===== src/logic/dwc_consts.svh =====
// constants for the AXI4 write-response downsizer
// slave bursts are capped at DWC_SLV_MAX_BEATS narrow beats
// DWC_FIFO_DEPTH must be a power of two
`ifndef DWC_CONSTS_SVH
`define DWC_CONSTS_SVH

////////////////////
// channel widths
////////////////////
`define DWC_ID_W           4
`define DWC_ADDR_W         32
`define DWC_LEN_W          8

////////////////////
// width conversion
////////////////////
// narrow beats per wide beat
`define DWC_RATIO          2
`define DWC_SLV_MAX_BEATS  16
`define DWC_SLV_BYTES      4

// slave bursts allowed in flight
`define DWC_FIFO_DEPTH     4

`endif


===== src/logic/dwc_pkg.sv =====
// types shared by the write-response downsizer
// widths come from the constants header
// user signals are not carried
`default_nettype none

`include "dwc_consts.svh"

package dwc_pkg;

   ////////////////////
   // field types
   ////////////////////
   typedef logic [`DWC_ID_W-1:0]   axi_id_t;
   typedef logic [`DWC_ADDR_W-1:0] axi_addr_t;
   // beats minus one, as on the bus
   typedef logic [`DWC_LEN_W-1:0]  axi_len_t;
   // OKAY 0, EXOKAY 1, SLVERR 2, DECERR 3
   typedef logic [1:0]             axi_resp_t;

   ////////////////////
   // channel structs
   ////////////////////
   typedef struct packed {
      axi_id_t   id;
      axi_addr_t addr;
      axi_len_t  len;
   } aw_req_t;

   // one tag per slave burst, in issue order
   typedef struct packed {
      axi_id_t id;
      logic    last;
   } bresp_tag_t;

   typedef struct packed {
      axi_id_t   id;
      axi_resp_t resp;
   } b_rsp_t;

   // splitter FSM
   typedef enum logic {
      IDLE,
      ISSUE
   } split_state_t;

endpackage

`default_nettype wire


===== src/logic/dwc_aw_split.sv =====
// write address splitter for the downsizer
// master bursts are INCR at full master width
// no 4 KB boundary check and no wrap support
// one tag is pushed per slave burst on the s_aw transfer edge
`timescale 1ns/1ps
`default_nettype none

`include "dwc_consts.svh"

module dwc_aw_split
   import dwc_pkg::*;
(
   input  logic       ACLK,
   input  logic       sysReset,
   // master address
   input  aw_req_t    m_aw,
   input  logic       m_awvalid,
   output logic       m_awready,
   // slave address
   output aw_req_t    s_aw,
   output logic       s_awvalid,
   input  logic       s_awready,
   // tag FIFO write side
   output bresp_tag_t push_tag,
   output logic       push,
   input  logic       full
);

   // enough bits for (len+1) * ratio narrow beats
   localparam int BEATS_W = `DWC_LEN_W + $clog2(`DWC_RATIO) + 1;
   localparam logic [BEATS_W-1:0] MAX_BEATS = BEATS_W'(`DWC_SLV_MAX_BEATS);
   localparam axi_addr_t PIECE_STRIDE = axi_addr_t'(`DWC_SLV_BYTES * `DWC_SLV_MAX_BEATS);

   split_state_t        state;
   axi_id_t             req_id;
   axi_addr_t           cur_addr;
   logic [BEATS_W-1:0]  beats_left;
   logic [BEATS_W-1:0]  piece_beats;
   logic [BEATS_W-1:0]  total_beats;
   logic                last_piece;
   logic                m_xfer;
   logic                s_xfer;

   ////////////////////
   // handshakes
   ////////////////////
   // master side only takes a new address between bursts, never in reset
   assign m_awready = sysReset & (state == IDLE);
   assign m_xfer    = m_awvalid & m_awready;

   // hold off while no room for the tag
   assign s_awvalid = (state == ISSUE) & ~full;
   assign s_xfer    = s_awvalid & s_awready;
   assign push      = s_xfer;

   ////////////////////
   // piece sizing
   ////////////////////
   assign total_beats = (BEATS_W'(m_aw.len) + 1'b1) * BEATS_W'(`DWC_RATIO);

   // final piece carries whatever is left
   assign last_piece  = (beats_left <= MAX_BEATS);
   assign piece_beats = last_piece ? beats_left : MAX_BEATS;

   always_comb
   begin
      s_aw.id   = req_id;
      s_aw.addr = cur_addr;
      s_aw.len  = axi_len_t'(piece_beats - 1'b1);
   end

   assign push_tag.id   = req_id;
   assign push_tag.last = last_piece;

   ////////////////////
   // FSM
   ////////////////////
   always_ff @(posedge ACLK or negedge sysReset)
   begin
      if (!sysReset)
      begin
         state      <= IDLE;
         beats_left <= '0;
      end
      else
      begin
         case (state)
            IDLE:
            begin
               if (m_xfer)
               begin
                  beats_left <= total_beats;
                  state      <= ISSUE;
               end
            end
            ISSUE:
            begin
               if (s_xfer)
               begin
                  if (last_piece)
                  begin
                     beats_left <= '0;
                     state      <= IDLE;
                  end
                  else
                  begin
                     beats_left <= beats_left - MAX_BEATS;
                  end
               end
            end
            default:
            begin
               state <= IDLE;
            end
         endcase
      end
   end

   // request payload, latched on accept and stepped per piece
   always_ff @(posedge ACLK)
   begin
      if (m_xfer)
      begin
         req_id   <= m_aw.id;
         cur_addr <= m_aw.addr;
      end
      else if (s_xfer && !last_piece)
      begin
         cur_addr <= cur_addr + PIECE_STRIDE;
      end
   end

endmodule

`default_nettype wire


===== src/logic/dwc_bresp_fifo.sv =====
// tag FIFO between splitter and response merger
// DEPTH must be a power of two
// push when full and pop when empty are not guarded
// head_tag is valid only while empty is low
`timescale 1ns/1ps
`default_nettype none

`include "dwc_consts.svh"

module dwc_bresp_fifo
   import dwc_pkg::*;
#(
   parameter int DEPTH = `DWC_FIFO_DEPTH
)
(
   input  logic       ACLK,
   input  logic       sysReset,
   // write side
   input  logic       push,
   input  bresp_tag_t push_tag,
   output logic       full,
   // read side
   input  logic       pop,
   output bresp_tag_t head_tag,
   output logic       empty
);

   localparam int PTR_W = $clog2(DEPTH);

   bresp_tag_t         mem [DEPTH];
   logic [PTR_W-1:0]   wr_ptr;
   logic [PTR_W-1:0]   rd_ptr;
   // one extra bit so full and empty differ
   logic [PTR_W:0]     count;

   assign full     = (count == (PTR_W+1)'(DEPTH));
   assign empty    = (count == '0);
   assign head_tag = mem[rd_ptr];

   ////////////////////
   // storage
   ////////////////////
   always_ff @(posedge ACLK)
   begin
      if (push)
      begin
         mem[wr_ptr] <= push_tag;
      end
   end

   ////////////////////
   // pointers and count
   ////////////////////
   always_ff @(posedge ACLK or negedge sysReset)
   begin
      if (!sysReset)
      begin
         wr_ptr <= '0;
         rd_ptr <= '0;
         count  <= '0;
      end
      else
      begin
         // pointers wrap naturally at power of two depth
         if (push)
         begin
            wr_ptr <= wr_ptr + 1'b1;
         end
         if (pop)
         begin
            rd_ptr <= rd_ptr + 1'b1;
         end
         case ({push, pop})
            2'b10:   count <= count + 1'b1;
            2'b01:   count <= count - 1'b1;
            default: count <= count;
         endcase
      end
   end

endmodule

`default_nettype wire


===== src/logic/dwc_bresp_merge.sv =====
// write response merger for the downsizer
// slave responses are matched to tags by order only
// the most severe code wins and is reported on the last piece
// running value restarts from OKAY after each master accept
`timescale 1ns/1ps
`default_nettype none

module dwc_bresp_merge
   import dwc_pkg::*;
(
   input  logic       ACLK,
   input  logic       sysReset,
   // slave response
   input  axi_resp_t  s_bresp,
   input  logic       s_bvalid,
   output logic       s_bready,
   // tag FIFO read side
   input  bresp_tag_t head_tag,
   input  logic       empty,
   output logic       pop,
   // master response
   output b_rsp_t     m_b,
   output logic       m_bvalid,
   input  logic       m_bready
);

   axi_resp_t resp_acc;
   axi_resp_t resp_base;
   axi_resp_t resp_fold;
   axi_id_t   bid;
   logic      m_xfer;

   ////////////////////
   // handshakes
   ////////////////////
   assign m_xfer = m_bvalid & m_bready;

   // take a slave response only with a tag waiting
   // and no master response stuck behind a low m_bready
   assign s_bready = ~empty & (~m_bvalid | m_bready);
   assign pop      = s_bvalid & s_bready;

   ////////////////////
   // severity fold
   ////////////////////
   // response leaving this cycle no longer counts
   assign resp_base = m_xfer ? '0 : resp_acc;
   // larger code is more severe
   assign resp_fold = (s_bresp > resp_base) ? s_bresp : resp_base;

   assign m_b.id   = bid;
   assign m_b.resp = resp_acc;

   always_ff @(posedge ACLK or negedge sysReset)
   begin
      if (!sysReset)
      begin
         resp_acc <= '0;
         m_bvalid <= 1'b0;
      end
      else
      begin
         if (pop)
         begin
            resp_acc <= resp_fold;
            // master response goes out the cycle after the last piece
            m_bvalid <= head_tag.last;
         end
         else if (m_xfer)
         begin
            resp_acc <= '0;
            m_bvalid <= 1'b0;
         end
      end
   end

   // ID of the burst being collected
   always_ff @(posedge ACLK)
   begin
      if (pop)
      begin
         bid <= head_tag.id;
      end
   end

endmodule

`default_nettype wire


===== src/logic/dwc_wresp_top.sv =====
// write-response side of the AXI4 downsizer
// no W channel, the slave B ID is ignored
// up to DWC_FIFO_DEPTH slave bursts may await responses
`timescale 1ns/1ps
`default_nettype none

module dwc_wresp_top
   import dwc_pkg::*;
(
   input  logic      ACLK,
   input  logic      sysReset,
   // master side
   input  aw_req_t   m_aw,
   input  logic      m_awvalid,
   output logic      m_awready,
   output b_rsp_t    m_b,
   output logic      m_bvalid,
   input  logic      m_bready,
   // slave side
   output aw_req_t   s_aw,
   output logic      s_awvalid,
   input  logic      s_awready,
   input  axi_resp_t s_bresp,
   input  logic      s_bvalid,
   output logic      s_bready
);

   bresp_tag_t push_tag;
   bresp_tag_t head_tag;
   logic       push;
   logic       full;
   logic       pop;
   logic       empty;

   ////////////////////
   // address path
   ////////////////////
   dwc_aw_split i_dwc_aw_split (
      .ACLK      (ACLK),
      .sysReset  (sysReset),
      .m_aw      (m_aw),
      .m_awvalid (m_awvalid),
      .m_awready (m_awready),
      .s_aw      (s_aw),
      .s_awvalid (s_awvalid),
      .s_awready (s_awready),
      .push_tag  (push_tag),
      .push      (push),
      .full      (full)
   );

   // tags in slave burst order
   dwc_bresp_fifo i_dwc_bresp_fifo (
      .ACLK     (ACLK),
      .sysReset (sysReset),
      .push     (push),
      .push_tag (push_tag),
      .full     (full),
      .pop      (pop),
      .head_tag (head_tag),
      .empty    (empty)
   );

   ////////////////////
   // response path
   ////////////////////
   dwc_bresp_merge i_dwc_bresp_merge (
      .ACLK     (ACLK),
      .sysReset (sysReset),
      .s_bresp  (s_bresp),
      .s_bvalid (s_bvalid),
      .s_bready (s_bready),
      .head_tag (head_tag),
      .empty    (empty),
      .pop      (pop),
      .m_b      (m_b),
      .m_bvalid (m_bvalid),
      .m_bready (m_bready)
   );

endmodule

`default_nettype wire


===== config.mk =====
export PLATFORM = sky130hd
export DESIGN_NAME = dwc_wresp_top
export DESIGN_NICKNAME = d
export VERILOG_FILES = /design/src/logic/dwc_pkg.sv /design/src/logic/dwc_aw_split.sv /design/src/logic/dwc_bresp_fifo.sv /design/src/logic/dwc_bresp_merge.sv /design/src/logic/dwc_wresp_top.sv
export VERILOG_INCLUDE_DIRS = /design/src /design/src/logic
export SDC_FILE = /design/constraint.sdc
export NUM_CORES = 1
export LEC_CHECK = 0
export BUFFER_PORTS_ARGS = -buffer_cell sky130_fd_sc_hd__buf_2
export CORE_ASPECT_RATIO = 0.5
export CORE_UTILIZATION = 30
export CTS_CLUSTER_DIAMETER = 150
export CTS_CLUSTER_SIZE = 14
export DETAILED_ROUTE_END_ITERATION = 12
export RECOVER_POWER = 25
export SETUP_SLACK_MARGIN = 0.02
export SLEW_MARGIN = 20
export SYNTH_ARGS = -nofsm -noshare
export SYNTH_HDL_FRONTEND = slang
export SYNTH_SLANG_ARGS = --single-unit

===== constraint.sdc =====
create_clock -name ACLK -period 5.5 [get_ports ACLK]
set_input_delay 0.275 -clock ACLK [delete_from_list [all_inputs] [get_ports ACLK]]
set_output_delay 0.275 -clock ACLK [all_outputs]
set_load 0.02 [all_outputs]

==> results of run 1 <==
timing repair:
item / 4_1_cts / 5_1_grt
hold buffers: 1 / 0
endpoints found under the hold margin: 20 / 0
setup buffers: 0 / 0
layout make-up:
cell class                 count  area share (%)
sequential                    80           45.18
inverter                      23           1.694
tap                          170           4.174
clock inverter                 7           1.056
multi-input combinational    254           33.12
timing repair buffer         107           10.36
clock buffer                   9           4.419
cell usage after synthesis, types with 2 or more instances:
cell | count | share of area, %
sky130_fd_sc_hd__edfxtp_1 | 60 | 44
sky130_fd_sc_hd__nand2_1 | 50 | 4.5
sky130_fd_sc_hd__o21ai_0 | 32 | 3.9
sky130_fd_sc_hd__xnor2_1 | 26 | 5.5
sky130_fd_sc_hd__inv_1 | 21 | 1.9
sky130_fd_sc_hd__dfrtp_1 | 20 | 12
sky130_fd_sc_hd__nor2_1 | 19 | 1.7
sky130_fd_sc_hd__nand3_1 | 14 | 1.7
sky130_fd_sc_hd__ha_1 | 13 | 3.9
sky130_fd_sc_hd__xor2_1 | 11 | 2.3
sky130_fd_sc_hd__and3_1 | 9 | 1.4
sky130_fd_sc_hd__nor3_1 | 9 | 1.1
sky130_fd_sc_hd__a21oi_1 | 8 | 0.97
sky130_fd_sc_hd__clkbuf_1 | 7 | 0.64
sky130_fd_sc_hd__nor4_1 | 7 | 1.1
sky130_fd_sc_hd__and2_1 | 6 | 0.91
sky130_fd_sc_hd__buf_2 | 6 | 0.73
sky130_fd_sc_hd__nand4_1 | 6 | 0.91
sky130_fd_sc_hd__mux4_2 | 5 | 2.7
sky130_fd_sc_hd__or3_1 | 4 | 0.60
sky130_fd_sc_hd__a22o_1 | 3 | 0.64
sky130_fd_sc_hd__o21ai_1 | 3 | 0.36
sky130_fd_sc_hd__o221ai_1 | 2 | 0.42
sky130_fd_sc_hd__o31ai_1 | 2 | 0.36
power groups by stage:
stage	clock [uW]	sequential (uW)	combinational (uW)
after floorplan	0	1240	617
after global placement	0	1180	992
after detailed placement	0	1180	1000
after CTS	570	1170	1010
after global routing	600	1210	1100
final	556	1170	988
layout by cell type, fill, tap and decap left out, types with 3 or more instances in the layout:
cell                         n
sky130_fd_sc_hd__a21oi_1     8
sky130_fd_sc_hd__a22o_1      3
sky130_fd_sc_hd__and2_1      6
sky130_fd_sc_hd__and3_1      9
sky130_fd_sc_hd__buf_2      90
sky130_fd_sc_hd__clkbuf_1   14
sky130_fd_sc_hd__clkbuf_16   9
sky130_fd_sc_hd__dfrtp_1    20
sky130_fd_sc_hd__edfxtp_1   60
sky130_fd_sc_hd__ha_1       13
sky130_fd_sc_hd__inv_1      21
sky130_fd_sc_hd__mux4_2      5
sky130_fd_sc_hd__nand2_1    50
sky130_fd_sc_hd__nand3_1    14
sky130_fd_sc_hd__nand4_1     6
sky130_fd_sc_hd__nor2_1     19
sky130_fd_sc_hd__nor3_1      9
sky130_fd_sc_hd__nor4_1      7
sky130_fd_sc_hd__o21ai_0    31
sky130_fd_sc_hd__o21ai_1     3
sky130_fd_sc_hd__or3_1       4
sky130_fd_sc_hd__xnor2_1    26
sky130_fd_sc_hd__xor2_1     11
worst max-delay path, stage by stage:
cell	delay, ns
sky130_fd_sc_hd__dlygate4sd3_1	0.52
sky130_fd_sc_hd__clkbuf_1	0.85
sky130_fd_sc_hd__nor2b_1	0.47
sky130_fd_sc_hd__nand2_1	0.41
sky130_fd_sc_hd__inv_1	0.26
sky130_fd_sc_hd__buf_4	0.46
sky130_fd_sc_hd__o21ai_0	0.18
worst min path at each step:
stage	startpoint	endpoint	slack [ns]	cells past startpoint
after floorplan	sysReset	i_dwc_aw_split.beats_left[1]$_DFFE_PN0P_	-0.02	0
after global placement	sysReset	i_dwc_aw_split.beats_left[4]$_DFFE_PN0P_	0.26	1
after detailed placement	sysReset	i_dwc_aw_split.beats_left[4]$_DFFE_PN0P_	0.26	1
after CTS	m_aw[43]	i_dwc_aw_split.req_id[3]$_DFFE_PP_	0.10	1
after global routing	m_aw[43]	i_dwc_aw_split.req_id[3]$_DFFE_PP_	0.1	1
final	m_aw[42]	i_dwc_aw_split.req_id[2]$_DFFE_PP_	0.11	1
flip-flops by register name, indices dropped and copies added (netlist names):
name,count
i_dwc_aw_split.state,1
i_dwc_bresp_merge.m_bvalid,1
i_dwc_bresp_fifo.rd_ptr,2
i_dwc_bresp_merge.bid,4
i_dwc_aw_split.beats_left,9
i_dwc_aw_split.cur_addr,32
i_dwc_bresp_fifo.mem,20
i_dwc_bresp_merge.resp_acc,2
i_dwc_aw_split.req_id,4
i_dwc_bresp_fifo.count,3
i_dwc_bresp_fifo.wr_ptr,2
per-stage QoR:
stage	instance area [um2]	hold WS (ns)	util [%]	setup WS, ns	total power (uW)
final	5096	0.1147	39.01	2.098	2713
after global routing	5096	0.09725	39.01	1.565	2916
after CTS	5114	0.1037	39.15	2.360	2749
after detailed placement	4825	0.2625	36.93	2.723	2183
after global placement	4825	0.2648	36.93	2.795	2171
after floorplan	4140	-0.02059	-	1.641	1859
metal layers:
| layer | vias up | share of wire, % | track usage [%] |
|---|---|---|---|
| li1 | 1546 | - | - |
| met1 | 1420 | 49 | 18.08 |
| met2 | 54 | 46 | 20.80 |
| met3 | 8 | 4.2 | 3.778 |
| met4 | 0 | 0.93 | 3.719 |
| met5 | - | 0 | 0 |
logic make-up after synthesis:
kind of cell,share of synthesized area (%)
AO/OA/AOI/OAI,8.440
other,0.09066
AND/OR/NAND/NOR,16.61
multiplexers,3.237
adder cells (fa/ha/maj),4.416
XOR/XNOR,7.834
buffers and inverters,3.721
flip-flops,55.66
==> flow_metrics.env, run 1 <==
export IMPL_core_area_um2=13060
export IMPL_yosys_register_bits=80
export IMPL_synth_distinct_cells=52
export IMPL_floorplan_die_area_um2=14290
export IMPL_critPathCaptureType="register"
export IMPL_ff2ff_path_depth=6
export IMPL_timing_reg2reg_setup_slack_ns=2.89
export IMPL_gr_usage_all_layers_pct=13.29
export IMPL_cts_tree="built"
export IMPL_crit_required_ns=5.55
export IMPL_final_layout_size_suffix_gt1_share_pct=25.42
export IMPL_wirelength_mm=9.026
export IMPL_power_per_cell_area_nw_per_um2=532.4
export IMPL_grt_pass1_wl_mm=14.79
export IMPL_postSynth_asyncResetShare_pct=25.00
export IMPL_outcome="completed"
export IMPL_irDropWorstVdd_v=0.0002298
export IMPL_path_max_fanout=52
export IMPL_pin_slew_with_the_least_headroom_to_its_limit_ns=1.163
export IMPL_worst_setup_path_endpoint="i_dwc_aw_split.cur_addr[17]$_DFFE_PP_"
export IMPL_min_path_type="input pin to register"
export IMPL_seq_area_frac_synth_pct=55.66
export IMPL_io_pin_count=106
export IMPL_rsz0062_at_grt="false"
export IMPL_synthesis_instances=371
export IMPL_antenna_left=0
export IMPL_postSynthAreaPerCell_um2=11.15
export IMPL_critical_path_startpoint_type="input pin"
export IMPL_max_slew_margin_pct=22.49
export IMPL_timing_setup_critical_path_class="input pin to register"
export IMPL_timing_final_crit_share_pct=61.86
export IMPL_grt_ovfl_total=0
export IMPL_dr_first_iter_drc_count=174
export IMPL_post_cts_resized_instances=0
export IMPL_clock_path_buffers=2
export IMPL_syn_cell_area_um2=4136
export IMPL_clkSlewWorstSetupHoldPaths_ns=0.06
export IMPL_yosys_warnings=0
export IMPL_reg2reg_from="i_dwc_aw_split.beats_left[4]$_DFFE_PN0P_"
export IMPL_cts_sinks=80
export IMPL_max_cap_viols=0
export IMPL_layout_cells_non_filler=650
export IMPL_nNetsFinal=541
export IMPL_worstPathArrival_ns=3.46
export IMPL_clkPwrFrac_pct=20.5
export IMPL_yosys_most_used_dff="sky130_fd_sc_hd__edfxtp_1"
export IMPL_num_fill_cells=1289
export IMPL_gp_congestion=0.8304
export IMPL_internal_power_uw=1633
export IMPL_route_detailed_wl_per_inst_um=13.89
export IMPL_clk_latency_ns=0.34
export IMPL_detailedPlacementHpwl_mm=6.734
export IMPL_area_of_combinational_cells_with_multiple_inputs_um2=1688
export IMPL_drc=0
export IMPL_die_width_um=168.1
export IMPL_synth_enable_flop_cells=60
export IMPL_post_drt_via_cell_ratio=4.658
export IMPL_max_freq_ghz=0.2939
export IMPL_grt_start_max_net_pins=53
export IMPL_finalWorstPathRequiredPeriod_ns=3.402
export IMPL_cts_made_buffers=9
export IMPL_row_count=29
export IMPL_flow_area_growth_from_synthesis_pct=23.20
export IMPL_ant_diodes=0
export IMPL_power_leakage_uw=0.001998
export IMPL_first_global_vias=2867
export IMPL_worst_r2r_endpoint="i_dwc_aw_split.cur_addr[8]$_DFFE_PP_"
export IMPL_final_setup_tns_ns=0
export IMPL_via_count=3028
export IMPL_firstDrtPassIters=4
export IMPL_report_final_hold_viol_count=0
export IMPL_fp_dieH_um=85.03
export IMPL_htree_levels=3
export IMPL_clock_root_buffer="sky130_fd_sc_hd__clkbuf_16"
export IMPL_final_max_slew_violation_count=0
export IMPL_placed_cells_incl_taps=633
export IMPL_initial_core_util_pct=31.67
export IMPL_worst_clock_skew_ns=0.01014
export IMPL_seq_power_share_pct=43.1
export IMPL_p_switching_uw=1080
export IMPL_critical_path_startpoint="sysReset"
export IMPL_layout_area_seq_um2=2302
export IMPL_grt_antenna_before_repair=0
export IMPL_p_comb_share_pct=36.4
export IMPL_buffers_on_ports=104
export IMPL_swShare_pct=39.81
export IMPL_final_setup_viol_count=0
Note: power is estimated with default switching activity, not from simulation.
==> run 2, diff against run 1 <==
==> constraint.sdc (replaced) <==
create_clock -name ACLK -period 2.8 [get_ports ACLK]
set_input_delay 0.14 -clock ACLK [delete_from_list [all_inputs] [get_ports ACLK]]
set_output_delay 0.14 -clock ACLK [all_outputs]
set_load 0.02 [all_outputs]
==> flow_metrics.env, run 2 (synthesis gave the netlist of run 1 again) <==
export IMPL_groute_layer_met3_usage_pct=3.638
export IMPL_final_max_slew_violation_count=0
export IMPL_max_ffs_per_register=32
export IMPL_outcome="completed"
export IMPL_gp_congestion=0.8002
export IMPL_cts_made_buffers=9
export IMPL_timing_reg2reg_setup_slack_ns=0.56
export IMPL_final_setup_viol_count=0
export IMPL_final_setup_tns_ns=0
export IMPL_num_fill_cells=1290
export IMPL_timing_setup_critical_path_class="register to output port"
export IMPL_reg_largest_list="i_dwc_aw_split.cur_addr: 32 flops, i_dwc_bresp_fifo.mem: 20 flops, i_dwc_aw_split.beats_left: 9 flops"
export IMPL_firstDrtPassIters=4
export IMPL_power_leakage_uw=0.002086
export IMPL_most_common_layout_cells="90 x sky130_fd_sc_hd__buf_2, 60 x sky130_fd_sc_hd__edfxtp_1, 50 x sky130_fd_sc_hd__nand2_1, 31 x sky130_fd_sc_hd__o21ai_0, 26 x sky130_fd_sc_hd__xnor2_1"
export IMPL_antenna_left=0
export IMPL_clk_latency_ns=0.33
export IMPL_cts_tree="built"
export IMPL_worst_r2r_endpoint="i_dwc_bresp_fifo.count[1]$_DFFE_PN0P_"
export IMPL_worstPathArrival_ns=2.37
export IMPL_crit_required_ns=2.66
export IMPL_max_cap_viols=0
export IMPL_grtUsageMet1_pct=17.60
export IMPL_grt_pass1_wl_mm=14.85
export IMPL_via_count=3092
export IMPL_seq_power_share_pct=40.4
export IMPL_p_switching_uw=2148
export IMPL_grt_antenna_before_repair=0
export IMPL_min_path_type="input pin to register"
export IMPL_wirelength_mm=9.193
export IMPL_report_final_hold_viol_count=0
export IMPL_critPathCaptureType="output port"
export IMPL_first_global_vias=2939
export IMPL_max_freq_ghz=0.3991
export IMPL_floorplan_die_area_um2=14290
export IMPL_cts_sinks=80
export IMPL_path_max_fanout=10
export IMPL_pin_slew_with_the_least_headroom_to_its_limit_ns=1.162
export IMPL_route_detailed_wl_per_inst_um=13.95
export IMPL_p_comb_share_pct=35.1
export IMPL_clock_path_buffers=2
export IMPL_ant_diodes=0
export IMPL_clkSlewWorstSetupHoldPaths_ns=0.06
export IMPL_gr_usage_all_layers_pct=13.31
export IMPL_ff2ff_path_depth=6
export IMPL_grt_busiest_layer="met2"
export IMPL_grt_ovfl_total=0
export IMPL_htree_levels=3
export IMPL_worst_clock_skew_ns=0.008512
export IMPL_core_area_um2=13060
export IMPL_layout_commonest_cell="sky130_fd_sc_hd__buf_2"
export IMPL_critical_path_startpoint="i_dwc_aw_split.beats_left[4]$_DFFE_PN0P_"
export IMPL_detailedPlacementHpwl_mm=6.894
export IMPL_critical_path_startpoint_type="register"
export IMPL_timing_final_crit_share_pct=89.49
export IMPL_nNetsFinal=550
export IMPL_post_drt_via_cell_ratio=4.692
export IMPL_clkPwrFrac_pct=24.4
export IMPL_grt_util_met2_pct=21.70
export IMPL_die_width_um=168.1
export IMPL_max_slew_margin_pct=22.52
export IMPL_largest_register="i_dwc_aw_split.cur_addr"
export IMPL_irDropWorstVdd_v=0.0005118
export IMPL_fp_dieH_um=85.03
export IMPL_clock_root_buffer="sky130_fd_sc_hd__clkbuf_16"
export IMPL_row_count=29
export IMPL_post_cts_repair_setup_buffers=0
export IMPL_initial_core_util_pct=31.67
export IMPL_flow_area_growth_from_synthesis_pct=27.28
export IMPL_worst_setup_path_endpoint="s_aw[4]"
export IMPL_finalWorstPathRequiredPeriod_ns=2.506
export IMPL_internal_power_uw=3534
export IMPL_final_layout_size_suffix_gt1_share_pct=26.18
export IMPL_rsz0062_at_grt="false"
export IMPL_grt_start_max_net_pins=45
export IMPL_drc=0
export IMPL_reg2reg_from="i_dwc_aw_split.state$_DFF_PN0_"
export IMPL_post_layout_total_power_uw=5682
export IMPL_buffers_on_ports=104
export IMPL_dr_first_iter_drc_count=110
export IMPL_pre_cts_slack_ns=0.5426
export IMPL_power_per_cell_area_nw_per_um2=1079
export IMPL_timing_final_ws_setup_ns=0.2942
export IMPL_swShare_pct=37.80
export IMPL_io_pin_count=106
==> run 2: power groups by stage <==
stage	sequential (uW)	combinational, uW	clock [uW]
after floorplan	2430	1220	0
after detailed placement	2320	2020	0
after global placement	2310	1980	0
final	2300	1990	1390
after CTS	2300	2030	1420
after global routing	2370	2210	1470
==> run 2: stage by stage <==
step,hold WS [ns],instance area [um2],utilization (%),cells
finish,0.04720,5265,40.31,659
global placement,0.1782,4875,37.32,638
CTS,0.03595,5283,40.44,659
global route,0.02608,5265,40.31,659
detailed placement,0.1776,4875,37.32,638
floorplan,-0.1556,4144,-,372
==> run 2: worst min-delay path by stage <==
stage	from	end	slack, ns	cells after the start
3_3_place_gp	sysReset	i_dwc_aw_split.beats_left[2]$_DFFE_PN0P_	0.18	2
2_1_floorplan	sysReset	i_dwc_aw_split.beats_left[1]$_DFFE_PN0P_	-0.16	0
6_report	m_aw[0]	i_dwc_aw_split.beats_left[1]$_DFFE_PN0P_	0.05	2
5_1_grt	m_aw[0]	i_dwc_aw_split.beats_left[1]$_DFFE_PN0P_	0.03	2
4_1_cts	m_aw[0]	i_dwc_aw_split.beats_left[1]$_DFFE_PN0P_	0.04	2
3_5_place_dp	sysReset	i_dwc_aw_split.beats_left[4]$_DFFE_PN0P_	0.18	2
==> run 2: critical path, stage by stage (launching register included) <==
cell	delay (ns)
sky130_fd_sc_hd__dfrtp_1	0.51
sky130_fd_sc_hd__inv_1	0.13
sky130_fd_sc_hd__ha_1	0.26
sky130_fd_sc_hd__o21ai_2	0.25
sky130_fd_sc_hd__clkinv_1	0.13
sky130_fd_sc_hd__nand2_1	0.09
sky130_fd_sc_hd__ha_1	0.20
sky130_fd_sc_hd__nand2_1	0.08
sky130_fd_sc_hd__a32oi_1	0.20
sky130_fd_sc_hd__buf_2	0.19
==> run 2: cell type report <==
type / instances / area, um2 / area share [%]
clock buffers: 9 / 225.2 / 4.278
flip-flops and latches: 80 / 2302 / 43.73
multi-input cells: 254 / 1692 / 32.13
well taps: 170 / 212.7 / 4.040
repair buffers: 116 / 614.3 / 11.67
inverters: 23 / 86.33 / 1.640
clock inverters: 7 / 132.6 / 2.519
==> run 2: routing by layer <==
metal | up-vias | routed length [um]
met3 | 4 | 351
met2 | 60 | 4378
met5 | - | 0
li1 | 1557 | -
met1 | 1471 | 4398
met4 | 0 | 63
==> run 2: repair_timing <==
item / 4_1_cts / 5_1_grt
hold buffers: 5 / 0
endpoints found under the setup margin: 0 / 2
endpoints found under the hold margin: 24 / 0
gates resized for setup: 0 / 1
==> run 3, diff against run 2 <==
--- a/config.mk
+++ b/config.mk
@@ -9,6 +9,7 @@
 export BUFFER_PORTS_ARGS = -buffer_cell sky130_fd_sc_hd__buf_2
 export CORE_ASPECT_RATIO = 0.5
 export CORE_UTILIZATION = 30
+export CTS_BUF_LIST = sky130_fd_sc_hd__clkbuf_4 sky130_fd_sc_hd__clkbuf_8
 export CTS_CLUSTER_DIAMETER = 150
 export CTS_CLUSTER_SIZE = 14
 export DETAILED_ROUTE_END_ITERATION = 12
==> flow_metrics.env, run 3 (synthesis gave the netlist of run 1 again) <==
export IMPL_outcome="completed"
export IMPL_grt_pass1_wl_mm=14.82
export IMPL_fp_dieH_um=85.03
export IMPL_critPathMostFrequentCell="sky130_fd_sc_hd__ha_1"
export IMPL_worstPathArrival_ns=2.36
export IMPL_layout_commonest_cell="sky130_fd_sc_hd__buf_2"
export IMPL_gp_congestion=0.8002
export IMPL_report_final_hold_viol_count=0
export IMPL_floorplan_die_area_um2=14290
export IMPL_grt_start_max_net_pins=45
export IMPL_cpPeakStageDelay_ns=0.45
export IMPL_rsz0062_at_grt="false"
export IMPL_max_slew_margin_pct=23.45
export IMPL_post_drt_via_cell_ratio=4.679
export IMPL_buffers_on_ports=104
export IMPL_max_cap_viols=0
export IMPL_nNetsFinal=551
export IMPL_critPathCaptureType="output port"
export IMPL_wirelength_mm=9.224
export IMPL_reg_largest_list="i_dwc_aw_split.cur_addr: 32 flops, i_dwc_bresp_fifo.mem: 20 flops, i_dwc_aw_split.beats_left: 9 flops"
export IMPL_first_global_vias=2904
export IMPL_htree_levels=3
export IMPL_firstDrtPassIters=4
export IMPL_timing_final_crit_share_pct=89.37
export IMPL_final_max_slew_violation_count=0
export IMPL_clock_root_buffer="sky130_fd_sc_hd__clkbuf_8"
export IMPL_final_core_utilization_pct=39.62
export IMPL_cp_top_family="simple AND/OR/NAND/NOR gates"
export IMPL_via_count=3088
export IMPL_dr_first_iter_drc_count=123
export IMPL_grt_ovfl_total=0
export IMPL_finalWorstPathRequiredPeriod_ns=2.502
export IMPL_crit_path_cell_trace="inv_1 > ha_1 > nor4b_1 > o21ai_2 > clkinv_1 > nand2_1 > ha_1 > a32oi_1 > buf_2"
export IMPL_row_count=29
export IMPL_clkSlewWorstSetupHoldPaths_ns=0.09
export IMPL_grtUsageMet1_pct=17.78
export IMPL_timing_setup_critical_path_class="register to output port"
export IMPL_antenna_left=0
export IMPL_gr_usage_all_layers_pct=13.16
export IMPL_flow_area_growth_from_synthesis_pct=25.11
export IMPL_detailedPlacementHpwl_mm=6.894
export IMPL_cts_made_buffers=9
export IMPL_max_ffs_per_register=32
export IMPL_final_setup_viol_count=0
export IMPL_grt_util_met2_pct=21.40
export IMPL_final_layout_size_suffix_gt1_share_pct=26.33
export IMPL_worstPathBufferInverterCount=3
export IMPL_initial_core_util_pct=31.67
export IMPL_cts_sinks=80
export IMPL_slowest_stage="sky130_fd_sc_hd__dfrtp_1"
export IMPL_ant_diodes=0
export IMPL_power_leakage_uw=0.002043
export IMPL_clock_path_buffers=2
export IMPL_core_area_um2=13060
export IMPL_path_max_fanout=7
export IMPL_final_setup_tns_ns=0
export IMPL_most_common_layout_cells="90 x sky130_fd_sc_hd__buf_2, 60 x sky130_fd_sc_hd__edfxtp_1, 50 x sky130_fd_sc_hd__nand2_1, 31 x sky130_fd_sc_hd__o21ai_0, 26 x sky130_fd_sc_hd__xnor2_1"
export IMPL_clk_latency_ns=0.35
export IMPL_pin_slew_with_the_least_headroom_to_its_limit_ns=1.148
export IMPL_critical_path_startpoint_type="register"
export IMPL_power_per_cell_area_nw_per_um2=1038
export IMPL_worst_clock_skew_ns=0.009584
export IMPL_io_pin_count=106
export IMPL_largest_register="i_dwc_aw_split.cur_addr"
export IMPL_irDropWorstVdd_v=0.0005146
export IMPL_grt_antenna_before_repair=0
export IMPL_die_width_um=168.1
export IMPL_drc=0
export IMPL_cts_tree="built"
export IMPL_route_detailed_wl_per_inst_um=13.98
export IMPL_min_path_type="input pin to register"
export IMPL_crit_required_ns=2.66
export IMPL_groute_layer_met3_usage_pct=3.358
export IMPL_grt_busiest_layer="met2"
export IMPL_max_freq_ghz=0.3996
[run 3: final timing paths]
kind / startpoint / end / slack, ns / cells past startpoint
max: i_dwc_aw_split.beats_left[5]$_DFFE_PN0P_ / s_aw[4] / 0.30 / 9
min: s_bresp[0] / i_dwc_bresp_merge.resp_acc[0]$_DFF_PN0_ / 0.03 / 2
max reg2reg: i_dwc_aw_split.state$_DFF_PN0_ / i_dwc_bresp_fifo.count[1]$_DFFE_PN0P_ / 0.56 / 6
min reg2reg: i_dwc_aw_split.req_id[0]$_DFFE_PP_ / i_dwc_bresp_fifo.mem[2][1]$_DFFE_PP_ / 0.53 / 0
max in group asynchronous: sysReset / i_dwc_aw_split.beats_left[4]$_DFFE_PN0P_ / 1.33 / 3
min in group asynchronous: sysReset / i_dwc_bresp_fifo.count[0]$_DFFE_PN0P_ / 0.71 / 3
[run 3: layer usage]
| layer | vias up | routed length, um | share of wire (%) |
|---|---|---|---|
| met3 | 8 | 407 | 4.4 |
| met2 | 71 | 4331 | 47 |
| li1 | 1554 | - | - |
| met5 | - | 0 | 0 |
| met4 | 0 | 70 | 0.76 |
| met1 | 1455 | 4416 | 48 |
[run 3: where the power goes]
part / internal, uW / total, uW / switching (uW)
Clock: 614 / 1080 / 462
Combinational: 813 / 2000 / 1180
Sequential: 1830 / 2300 / 472
[run 3: what timing repair did]
action,CTS,global route
endpoints found under the setup margin,0,2
hold buffers,5,1
buffers inserted,0,0
gates resized for setup,0,2
endpoints found under the hold margin,24,1
[run 3: cell type report]
type / count / area [um2]
repair buffers: 117 / 624.3
inverters: 23 / 86.33
clock buffers: 9 / 123.9
clock inverters: 7 / 132.6
fillers: 1302 / 7888
flip-flops and latches: 80 / 2303
multi-input cells: 254 / 1692
well taps: 170 / 212.7
[run 3: metrics by stage]
stage	cell area (um2)	hold WS [ns]	worst slack (ns)	cells	power, uW
floorplan	4144	-0.1556	0.1156	372	3649
global placement	4875	0.1782	0.5391	638	4295
detailed placement	4875	0.1776	0.5426	638	4336
CTS	5181	0.003107	0.1554	659	5430
global route	5175	0.02029	0.04263	660	5737
finish	5175	0.03305	0.2977	660	5372
[run 3: worst reg2reg max path: stages, from the launching register on]
cell	delay (ns)
sky130_fd_sc_hd__dfrtp_1	0.64
sky130_fd_sc_hd__o311a_1	0.46
sky130_fd_sc_hd__inv_1	0.18
sky130_fd_sc_hd__ha_1	0.25
sky130_fd_sc_hd__inv_1	0.08
sky130_fd_sc_hd__fa_1	0.40
sky130_fd_sc_hd__o21ai_0	0.16
